===== src/spi_pkg.sv =====
// Shared widths, register map and frame positions; the frame length is fixed at 64 sclk falls

package spi_pkg;

   // Bus and frame widths
   localparam int SPI_DATA_W = 32;
   localparam int SPI_ADDR_W = 3;

   typedef logic [SPI_DATA_W-1:0] spi_word_t;
   typedef logic [SPI_ADDR_W-1:0] spi_addr_t;
   typedef logic [5:0]            frame_cnt_t;

   // Frame counter positions
   localparam frame_cnt_t FRAME_IDLE = 6'd63;
   localparam frame_cnt_t SS_FIRST   = 6'd16;
   localparam frame_cnt_t SS_LAST    = 6'd47;

   // Register map, address 7 is unmapped
   localparam spi_addr_t ADDR_INT_EN   = 3'd0;
   localparam spi_addr_t ADDR_READY    = 3'd1;
   localparam spi_addr_t ADDR_TX       = 3'd2;
   localparam spi_addr_t ADDR_RX       = 3'd3;
   localparam spi_addr_t ADDR_VERSION  = 3'd4;
   localparam spi_addr_t ADDR_SOFT_RST = 3'd5;
   localparam spi_addr_t ADDR_SCRATCH  = 3'd6;

   // Fixed read values
   localparam spi_word_t SPI_VERSION = 32'h0001_0200;
   localparam spi_word_t TX_RESET    = 32'hF0F0_F0F0;

endpackage


===== src/spi_frame_timer.sv =====
// Frame sequencer in the clk domain; sclk must run at least 8 times slower than clk

`timescale 1ns/1ps

module spi_frame_timer (
   input  logic clk,
   input  logic rst_int,
   input  logic sclk,
   input  logic start,
   output logic sclk_fall,
   output logic ss,
   output logic frame_idle,
   output logic frame_done
);

   import spi_pkg::*;

   logic       sclk_meta;
   logic       sclk_sync;
   logic       sclk_prev;
   logic       start_req;
   logic       launch;
   frame_cnt_t cnt;
   frame_cnt_t cnt_next;

   // Two-flop synchronizer plus edge flop
   always_ff @(posedge clk or posedge rst_int) begin
      if (rst_int) begin
         sclk_meta <= 1'b0;
         sclk_sync <= 1'b0;
         sclk_prev <= 1'b0;
      end else begin
         sclk_meta <= sclk;
         sclk_sync <= sclk_meta;
         sclk_prev <= sclk_sync;
      end
   end

   assign sclk_fall  = sclk_prev & ~sclk_sync;
   assign frame_idle = (cnt == FRAME_IDLE);
   assign launch     = sclk_fall & start_req & frame_idle;

   // Pending start, a new request wins over the launch clear
   always_ff @(posedge clk or posedge rst_int) begin
      if (rst_int) begin
         start_req <= 1'b0;
      end else begin
         start_req <= start | (start_req & ~launch);
      end
   end

   // Next count, held at idle until launched
   always_comb begin
      cnt_next = cnt;
      if (launch) begin
         cnt_next = '0;
      end else if (sclk_fall && !frame_idle) begin
         cnt_next = cnt + 6'd1;
      end
   end

   // Select and done registered from the same step as the counter
   always_ff @(posedge clk or posedge rst_int) begin
      if (rst_int) begin
         cnt        <= FRAME_IDLE;
         ss         <= 1'b1;
         frame_done <= 1'b0;
      end else begin
         cnt        <= cnt_next;
         ss         <= !((cnt_next >= SS_FIRST) && (cnt_next <= SS_LAST));
         frame_done <= sclk_fall & (cnt == SS_LAST);
      end
   end

endmodule


===== src/spi_master.sv =====
// SPI master top; single slave select, 32-bit LSB-first frames, sclk supplied from outside

`timescale 1ns/1ps

module spi_master (
   input  logic               clk,
   input  logic               rst_int,
   input  logic               sel,
   input  logic               read,
   input  logic               write,
   input  spi_pkg::spi_addr_t addr,
   input  spi_pkg::spi_word_t wdata,
   output spi_pkg::spi_word_t rdata,
   output logic               irq,
   input  logic               sclk,
   output logic               ss,
   output logic               mosi,
   input  logic               miso
);

   import spi_pkg::*;

   logic      rst_core;
   logic      soft_rst;
   logic      start;
   logic      sclk_fall;
   logic      frame_idle;
   logic      frame_done;
   spi_word_t tx_word;
   spi_word_t rx_word;

   // Internal reset covers both the pin and the soft reset pulse
   assign rst_core = rst_int | soft_rst;

   spi_regs u_regs (
      .clk        (clk),
      .rst_int    (rst_core),
      .sel        (sel),
      .read       (read),
      .write      (write),
      .addr       (addr),
      .wdata      (wdata),
      .rdata      (rdata),
      .irq        (irq),
      .frame_idle (frame_idle),
      .frame_done (frame_done),
      .rx_word    (rx_word),
      .tx_word    (tx_word),
      .start      (start),
      .soft_rst   (soft_rst)
   );

   spi_frame_timer u_timer (
      .clk        (clk),
      .rst_int    (rst_core),
      .sclk       (sclk),
      .start      (start),
      .sclk_fall  (sclk_fall),
      .ss         (ss),
      .frame_idle (frame_idle),
      .frame_done (frame_done)
   );

   spi_shifter u_shifter (
      .clk        (clk),
      .rst_int    (rst_core),
      .sclk_fall  (sclk_fall),
      .ss         (ss),
      .tx_word    (tx_word),
      .miso       (miso),
      .mosi       (mosi),
      .rx_word    (rx_word)
   );

endmodule


===== src/spi_regs.sv =====
// Host register block; rdata is combinational from addr, RX and ready read the datapath live

`timescale 1ns/1ps

module spi_regs (
   input  logic                clk,
   input  logic                rst_int,
   input  logic                sel,
   input  logic                read,
   input  logic                write,
   input  spi_pkg::spi_addr_t  addr,
   input  spi_pkg::spi_word_t  wdata,
   output spi_pkg::spi_word_t  rdata,
   output logic                irq,
   input  logic                frame_idle,
   input  logic                frame_done,
   input  spi_pkg::spi_word_t  rx_word,
   output spi_pkg::spi_word_t  tx_word,
   output logic                start,
   output logic                soft_rst
);

   import spi_pkg::*;

   logic      wr_en;
   logic      rd_en;
   logic      int_en_wr;
   logic      scratch_wr;
   logic      soft_rst_wr;
   logic      rx_rd;
   logic      int_en;
   logic      ready;
   spi_word_t tx_reg;
   spi_word_t scratch;

   assign wr_en = sel & write;
   assign rd_en = sel & read;

   // Address decode for the strobes
   assign int_en_wr   = wr_en & (addr == ADDR_INT_EN);
   assign start       = wr_en & (addr == ADDR_TX);
   assign soft_rst_wr = wr_en & (addr == ADDR_SOFT_RST);
   assign scratch_wr  = wr_en & (addr == ADDR_SCRATCH);
   assign rx_rd       = rd_en & (addr == ADDR_RX);

   // Read mux
   always_comb begin
      rdata = '0;
      case (addr)
         ADDR_INT_EN:   rdata = {{(SPI_DATA_W-1){1'b0}}, int_en};
         ADDR_READY:    rdata = {{(SPI_DATA_W-1){1'b0}}, ready & frame_idle};
         ADDR_TX:       rdata = tx_reg;
         ADDR_RX:       rdata = rx_word;
         ADDR_VERSION:  rdata = SPI_VERSION;
         ADDR_SCRATCH:  rdata = scratch;
         default:       rdata = '0;
      endcase
   end

   // Word to send, held until the next TX write
   always_ff @(posedge clk or posedge rst_int) begin
      if (rst_int) begin
         tx_reg <= TX_RESET;
      end else if (start) begin
         tx_reg <= wdata;
      end
   end

   assign tx_word = tx_reg;

   always_ff @(posedge clk or posedge rst_int) begin
      if (rst_int) begin
         int_en <= 1'b0;
      end else if (int_en_wr) begin
         int_en <= wdata[0];
      end
   end

   always_ff @(posedge clk or posedge rst_int) begin
      if (rst_int) begin
         scratch <= '0;
      end else if (scratch_wr) begin
         scratch <= wdata;
      end
   end

   // Ready drops on TX write or RX read, clear beats set
   always_ff @(posedge clk or posedge rst_int) begin
      if (rst_int) begin
         ready <= 1'b1;
      end else if (start | rx_rd) begin
         ready <= 1'b0;
      end else if (frame_done) begin
         ready <= 1'b1;
      end
   end

   // Soft reset pulse, one full clk period wide
   always_ff @(posedge clk) begin
      soft_rst <= soft_rst_wr;
   end

   assign irq = int_en & ready;

endmodule


===== src/spi_shifter.sv =====
// Serial shift registers, LSB first; miso is sampled 3 clk cycles after the sclk fall

`timescale 1ns/1ps

module spi_shifter (
   input  logic               clk,
   input  logic               rst_int,
   input  logic               sclk_fall,
   input  logic               ss,
   input  spi_pkg::spi_word_t tx_word,
   input  logic               miso,
   output logic               mosi,
   output spi_pkg::spi_word_t rx_word
);

   import spi_pkg::*;

   spi_word_t tx_shift;
   spi_word_t rx_shift;

   // Reload while deselected, shift out while selected
   always_ff @(posedge clk or posedge rst_int) begin
      if (rst_int) begin
         tx_shift <= TX_RESET;
      end else if (sclk_fall) begin
         if (ss) begin
            tx_shift <= tx_word;
         end else begin
            tx_shift <= tx_shift >> 1;
         end
      end
   end

   assign mosi = tx_shift[0];

   // New bit enters at the top, first bit ends at bit 0
   always_ff @(posedge clk or posedge rst_int) begin
      if (rst_int) begin
         rx_shift <= '0;
      end else if (sclk_fall && !ss) begin
         rx_shift <= {miso, rx_shift[SPI_DATA_W-1:1]};
      end
   end

   assign rx_word = rx_shift;

endmodule

===== config.mk =====
export PLATFORM = sky130hd
export DESIGN_NAME = spi_master
export DESIGN_NICKNAME = d
export VERILOG_FILES = /design/src/spi_pkg.sv /design/src/spi_frame_timer.sv /design/src/spi_master.sv /design/src/spi_regs.sv /design/src/spi_shifter.sv
export SDC_FILE = /design/constraint.sdc
export NUM_CORES = 1
export LEC_CHECK = 0
export BUFFER_PORTS_ARGS = -buffer_cell sky130_fd_sc_hd__buf_2
export CAP_MARGIN = 0
export CORE_MARGIN = 4
export CORE_UTILIZATION = 40
export DETAILED_ROUTE_END_ITERATION = 7
export GPL_TIMING_DRIVEN = 0
export PLACE_DENSITY = 0.64
export SYNTH_ARGS = -nofsm -noshare
export SYNTH_HDL_FRONTEND = slang
export SYNTH_SLANG_ARGS = --single-unit

===== constraint.sdc =====
create_clock -name clk -period 28.2 [get_ports clk]
set_input_delay 2.82 -clock clk [delete_from_list [all_inputs] [get_ports clk]]
set_output_delay 2.82 -clock clk [all_outputs]
set_load 0.05 [all_outputs]

=== Word level (Yosys, flattened, before mapping) ===
Cells that the tools add are included.

* Output and inout bits: 35
* Flip-flop bits (word level): 143
* Bits of input ports: 42

* Order comparisons: 2
* Eq/ne operators: 8
* Reductions and logical operators: 8
* Muxes and demuxes: 6
* $add $sub $neg: 1
* Bitwise logic cells: 19

{| class="wikitable"
|+ Operator list
! kind !! count
|-
| $pmux 32 s6 || 1
|-
| $mux 32 || 1
|-
| $and 1x1->1 || 14
|-
| $eq 6x6->1 const B || 2
|-
| $mux 6 || 2
|-
| $eq 3x3->1 const B || 3
|-
| $add 6x1->6 const B || 1
|-
| $eq 3x2->1 const B || 2
|-
| $ge 6x5->1 const B || 1
|-
| $le 6x6->1 const B || 1
|-
| $eq 3x1->1 const B || 1
|-
| $logic_and 1x1->1 || 3
|-
| $logic_not 1->1 || 3
|-
| $logic_not 3->1 || 1
|-
| $or 1x1->1 || 3
|-
| $mux 1 || 2
|-
| $not 1->1 || 2
|-
| $reduce_bool 2->1 || 1
|}

=== Logic depth before layout (Yosys ltp) ===
* Depth after elaboration: 8
* Mapped depth: 6

=== By module ===
From an unflattened synthesis, not the netlist that was laid out.

* Cell total of the unflattened synthesis: 540
* Area total of the unflattened synthesis: 7,005.5 um2

{| class="wikitable"
|+ By module, submodules not included
! module !! instances !! cells an instance !! area an instance (um2)
|-
| spi_regs || 1 || 276 || 3,560.9
|-
| spi_shifter || 1 || 209 || 2,832.7
|-
| spi_frame_timer || 1 || 54 || 605.6
|-
| spi_master || 1 || 1 || 6.3
|}

=== Worst setup path before layout ===
OpenSTA, ideal clock, no wires.

* Path type: input to output
* From: in addr[2]
* To: out rdata[21]
* Data arrival time: 4,567 ps
* Stages: 5
* Setup slack: 20,813 ps
* Cells stage by stage: nor2b_1 -> buf_2 -> buf_2 -> nand2_1 -> a21boi_0

* Cells in the longest elaborated chain, start to end: 2
* Elaborated cells on any way between the ends: 7
* Classes of those cells: 5 x eq/ne; 1 x mux; 1 x reduce/logical

{| class="wikitable"
|+ Ends and longest elaborated chain
! item !! RTL line !! source
|-
| start, declared || spi_master.sv:11 || <nowiki>input spi_pkg::spi_addr_t addr,</nowiki>
|-
| $eq 3x3->1 (tied with other cells) || spi_regs.sv:49 || <nowiki>case (addr)</nowiki>
|-
| $pmux 32 s6 (*) || spi_regs.sv:49 ||
|-
| end, declared || spi_master.sv:13 || <nowiki>output spi_pkg::spi_word_t rdata,</nowiki>
|}

Mark *: on every way between the ends. The rest lies on a longest branch, timed or not.

=== Worst setup path in the final report ===
* From: in addr[2]
* To: out rdata[9]

The elaborated chain is that of the path after synthesis.

==> flow_metrics.py <==
metrics = {
    "route": {
        "ant_nets": 0,
        "first_pass_iters": 4,
        "vias": 4528,
        "wl_um": 16200,
        "wire_per_inst_um": 18.5,
        "vias_per_cell": 5.17,
        "drt-initial-drc-count": 244,
        "drcViolationCount": 0,
    },
    "die": {
        "io-pin-count": 77,
        "core_um2": 16700,
        "die_x_um": 139,
        "dieArea_um2": 19300,
        "rows": 47,
        "die_h_um": 139,
        "start_util_pct": 41.1,
    },
    "yosys": {
        "ys_top_cells_by_area": "dfrtp_1, dfstp_2, mux2_2, mux2i_1, mux2_4",
        "yosysMostFrequentCell": "dfrtp_1",
        "synth_top_cell_by_area": "dfrtp_1",
        "yosysSeqAreaShare_pct": 52.8,
        "synth-seq-cells": 143,
        "synth_nets": 585,
        "syn_avg_cell_area_um2": 12.7,
        "yosysWarningCount": 0,
        "synth_top_area_share_pct": 37.2,
        "synth_ff_type": "dfrtp_1",
        "synthArstFlopShare_pct": 99.3,
        "syn_inst": 541,
        "synth_edf_count": 0,
        "ys_top_cells_by_count": "dfrtp_1, mux2_2, mux2i_1, nand2_1, dfstp_2",
        "ys_types": 51,
        "synthesis.area_um2": 6860,
    },
    "setup_path": {
        "cp_max_fo": 10,
        "rrSetupSlack_ns": 26.40,
        "worstPathArrival_ns": 4.51,
        "r2r-end": "u_shifter.rx_word[3]",
        "cp-end-kind": "output port",
        "path_class": "in -> out",
        "r2r-start": "u_timer.sclk_sync",
        "rr_worst_depth": 5,
        "startpoint_type": "input port",
        "crit_required_ns": 25.38,
    },
    "cells_and_area": {
        "drive_gt1_share_pct": 44.3,
        "fin_nets": 685,
        "fin_util_pct": 49.5,
        "syn2layout_area_growth_pct": 20.5,
        "instances_no_fill": 875,
    },
    "place": {
        "gp_congestion": 0.836,
        "place_hpwl_um": 11200,
        "dp.cells": 842,
        "port_buffers": 76,
    },
    "timing": {
        "max_freq_ghz": 0.136,
        "hold_viol": 0,
        "finClkSkew_ns": 0.00736,
        "rsz0062_at_grt": "no",
        "setup_viol_count_final": 0,
        "worst_slew_pin_slew_ns": 0.839,
        "fin_crit_sh_pct": 26.0,
        "relSlewSlack_pct": 44.0,
        "hold_slack_ns": 0.232,
        "fin_setup_tns_ns": 0,
        "slew_violations": 0,
        "min_period_ns": 7.33,
    },
    "grt": {
        "grt.total_usage_pct": 17.2,
        "antenna_found_initial": 0,
        "grt_max_degree": 33,
        "grt_pass1_wl_um": 26300,
        "grt_overflow_total": 0,
        "grt_pass1_vias": 4865,
    },
    "clock_network": {
        "clockRootBuffer": "clkbuf_16",
        "clk_pin_slew_worst_paths_ns": 0.06,
        "cts_sinks": 143,
        "cts_tree": "yes",
        "clock_path_buffers": 2,
        "post_cts_resized": 0,
        "post_cts_buffers": 0,
        "h-tree-depth": 4,
        "cts_buffers": 17,
        "postCtsHoldBufs": 0,
        "clk_latency_ns": 0.42,
    },
    "power_and_ir_drop": {
        "p_seq_share_pct": 43.4,
        "p_sw_mw": 0.211,
        "pwr-share-comb_pct": 23.3,
        "p_sw_share_pct": 29.9,
        "vdd_ir_drop_max_mv": 0.0441,
        "clockPowerShare_pct": 33.3,
        "power_leakage_nw": 3.89,
        "internal-power_mw": 0.495,
        "p_per_area_nw_per_um2": 85.4,
    },
    "min_path": {
        "hold_path_class": "reg -> async",
    },
    "run_status": {
        "outcome": "finished clean",
    },
    "flow_run": {
        "maxCapViolCount": 0,
    },
}
state kept, by name (all words and copies together), names as in the netlist:
name                count
u_regs.int_en           1
u_shifter.rx_word      32
u_timer.ss              1
u_timer.start_req       1
u_regs.ready            1
u_timer.sclk_meta       1
u_timer.sclk_prev       1
u_shifter.tx_shift     32
u_timer.cnt             6
u_timer.frame_done      1
u_regs.tx_word         32
u_regs.soft_rst         1
u_timer.sclk_sync       1
u_regs.scratch         32
critical path, stage by stage:
cell	delay, ns
buf_2	0.10
buf_2	0.25
buf_1	0.55
a22oi_1	0.15
o21ai_0	0.31
buf_2	0.33
metal layers:
layer  global-route usage, %  part of all wire [%]
met3                    4.07                   4.5
met2                    27.7                    48
met1                    23.0                    46
met4                    5.66                   2.1
met5                       0                     0
through the flow:
stage	setup slack, ns	total power, mW	area [um2]
global route	20.77	0.743	8270
floorplan	17.11	0.429	6860
global placement	13.59	0.464	7520
finish	20.87	0.706	8270
CTS	20.87	0.712	8270
detailed placement	20.90	0.475	7640
placed cells by master (no fill, tap or decap), types with 4 or more instances in the layout:
cell       synthesis  final
buf_12             2      5
or2_2             14     14
o2bb2ai_1         15     15
nand3_1            6      6
dfrtp_1          102    102
clkbuf_1           9      9
a21boi_1           7      7
a21boi_0           8      8
clkinv_4           0      4
mux2i_1           63     63
buf_1              5      5
dfstp_2           40     40
mux2_4            28     28
buf_2             12     88
o21ai_0           34     34
buf_4              5      5
clkbuf_16          0     17
nand2_1           54     54
mux2_2            69     69
and2_1            16     16
final cells by class:
| cell class | count | area, um2 |
|---|---|---|
| fill | 1527 | 8430 |
| sequential | 143 | 3620 |
| multi-input combinational | 358 | 3000 |
| timing repair buffer | 81 | 495 |
| clock buffer | 20 | 467 |
| tap | 220 | 275 |
| buffer | 37 | 233 |
| clock inverter | 12 | 159 |
| inverter | 3 | 11.3 |
| antenna | 1 | 2.50 |
how the worst max path moves through the flow:
stage,from,to,slack [ns],cells past startpoint
after global routing,addr[2],rdata[16],20.77,6
after detailed placement,addr[2],rdata[16],20.90,6
after floorplan,rst_int,u_regs.int_en,17.11,1
after CTS,addr[2],rdata[16],20.87,6
after global placement,rst_int,u_regs.scratch[29],13.59,2
final,addr[2],rdata[9],20.87,6
kinds of logic after synthesis:
logic type,after synthesis,synth area share [%]
compound gates,77,7.48
mux,162,27.0
flops,143,52.8
simple gates,117,8.83
buf+inv,40,3.56
fa+ha+maj,2,0.365
power by group through the flow:
stage | Sequential (mW) | Combinational, mW | Clock (mW)
2_1_floorplan | 0.302 | 0.126 | 0
3_3_place_gp | 0.307 | 0.157 | 0
3_5_place_dp | 0.309 | 0.165 | 0
4_1_cts | 0.307 | 0.167 | 0.239
5_1_grt | 0.314 | 0.180 | 0.249
6_report | 0.307 | 0.165 | 0.235
No activity file was read; power rests on OpenSTA's default activity.
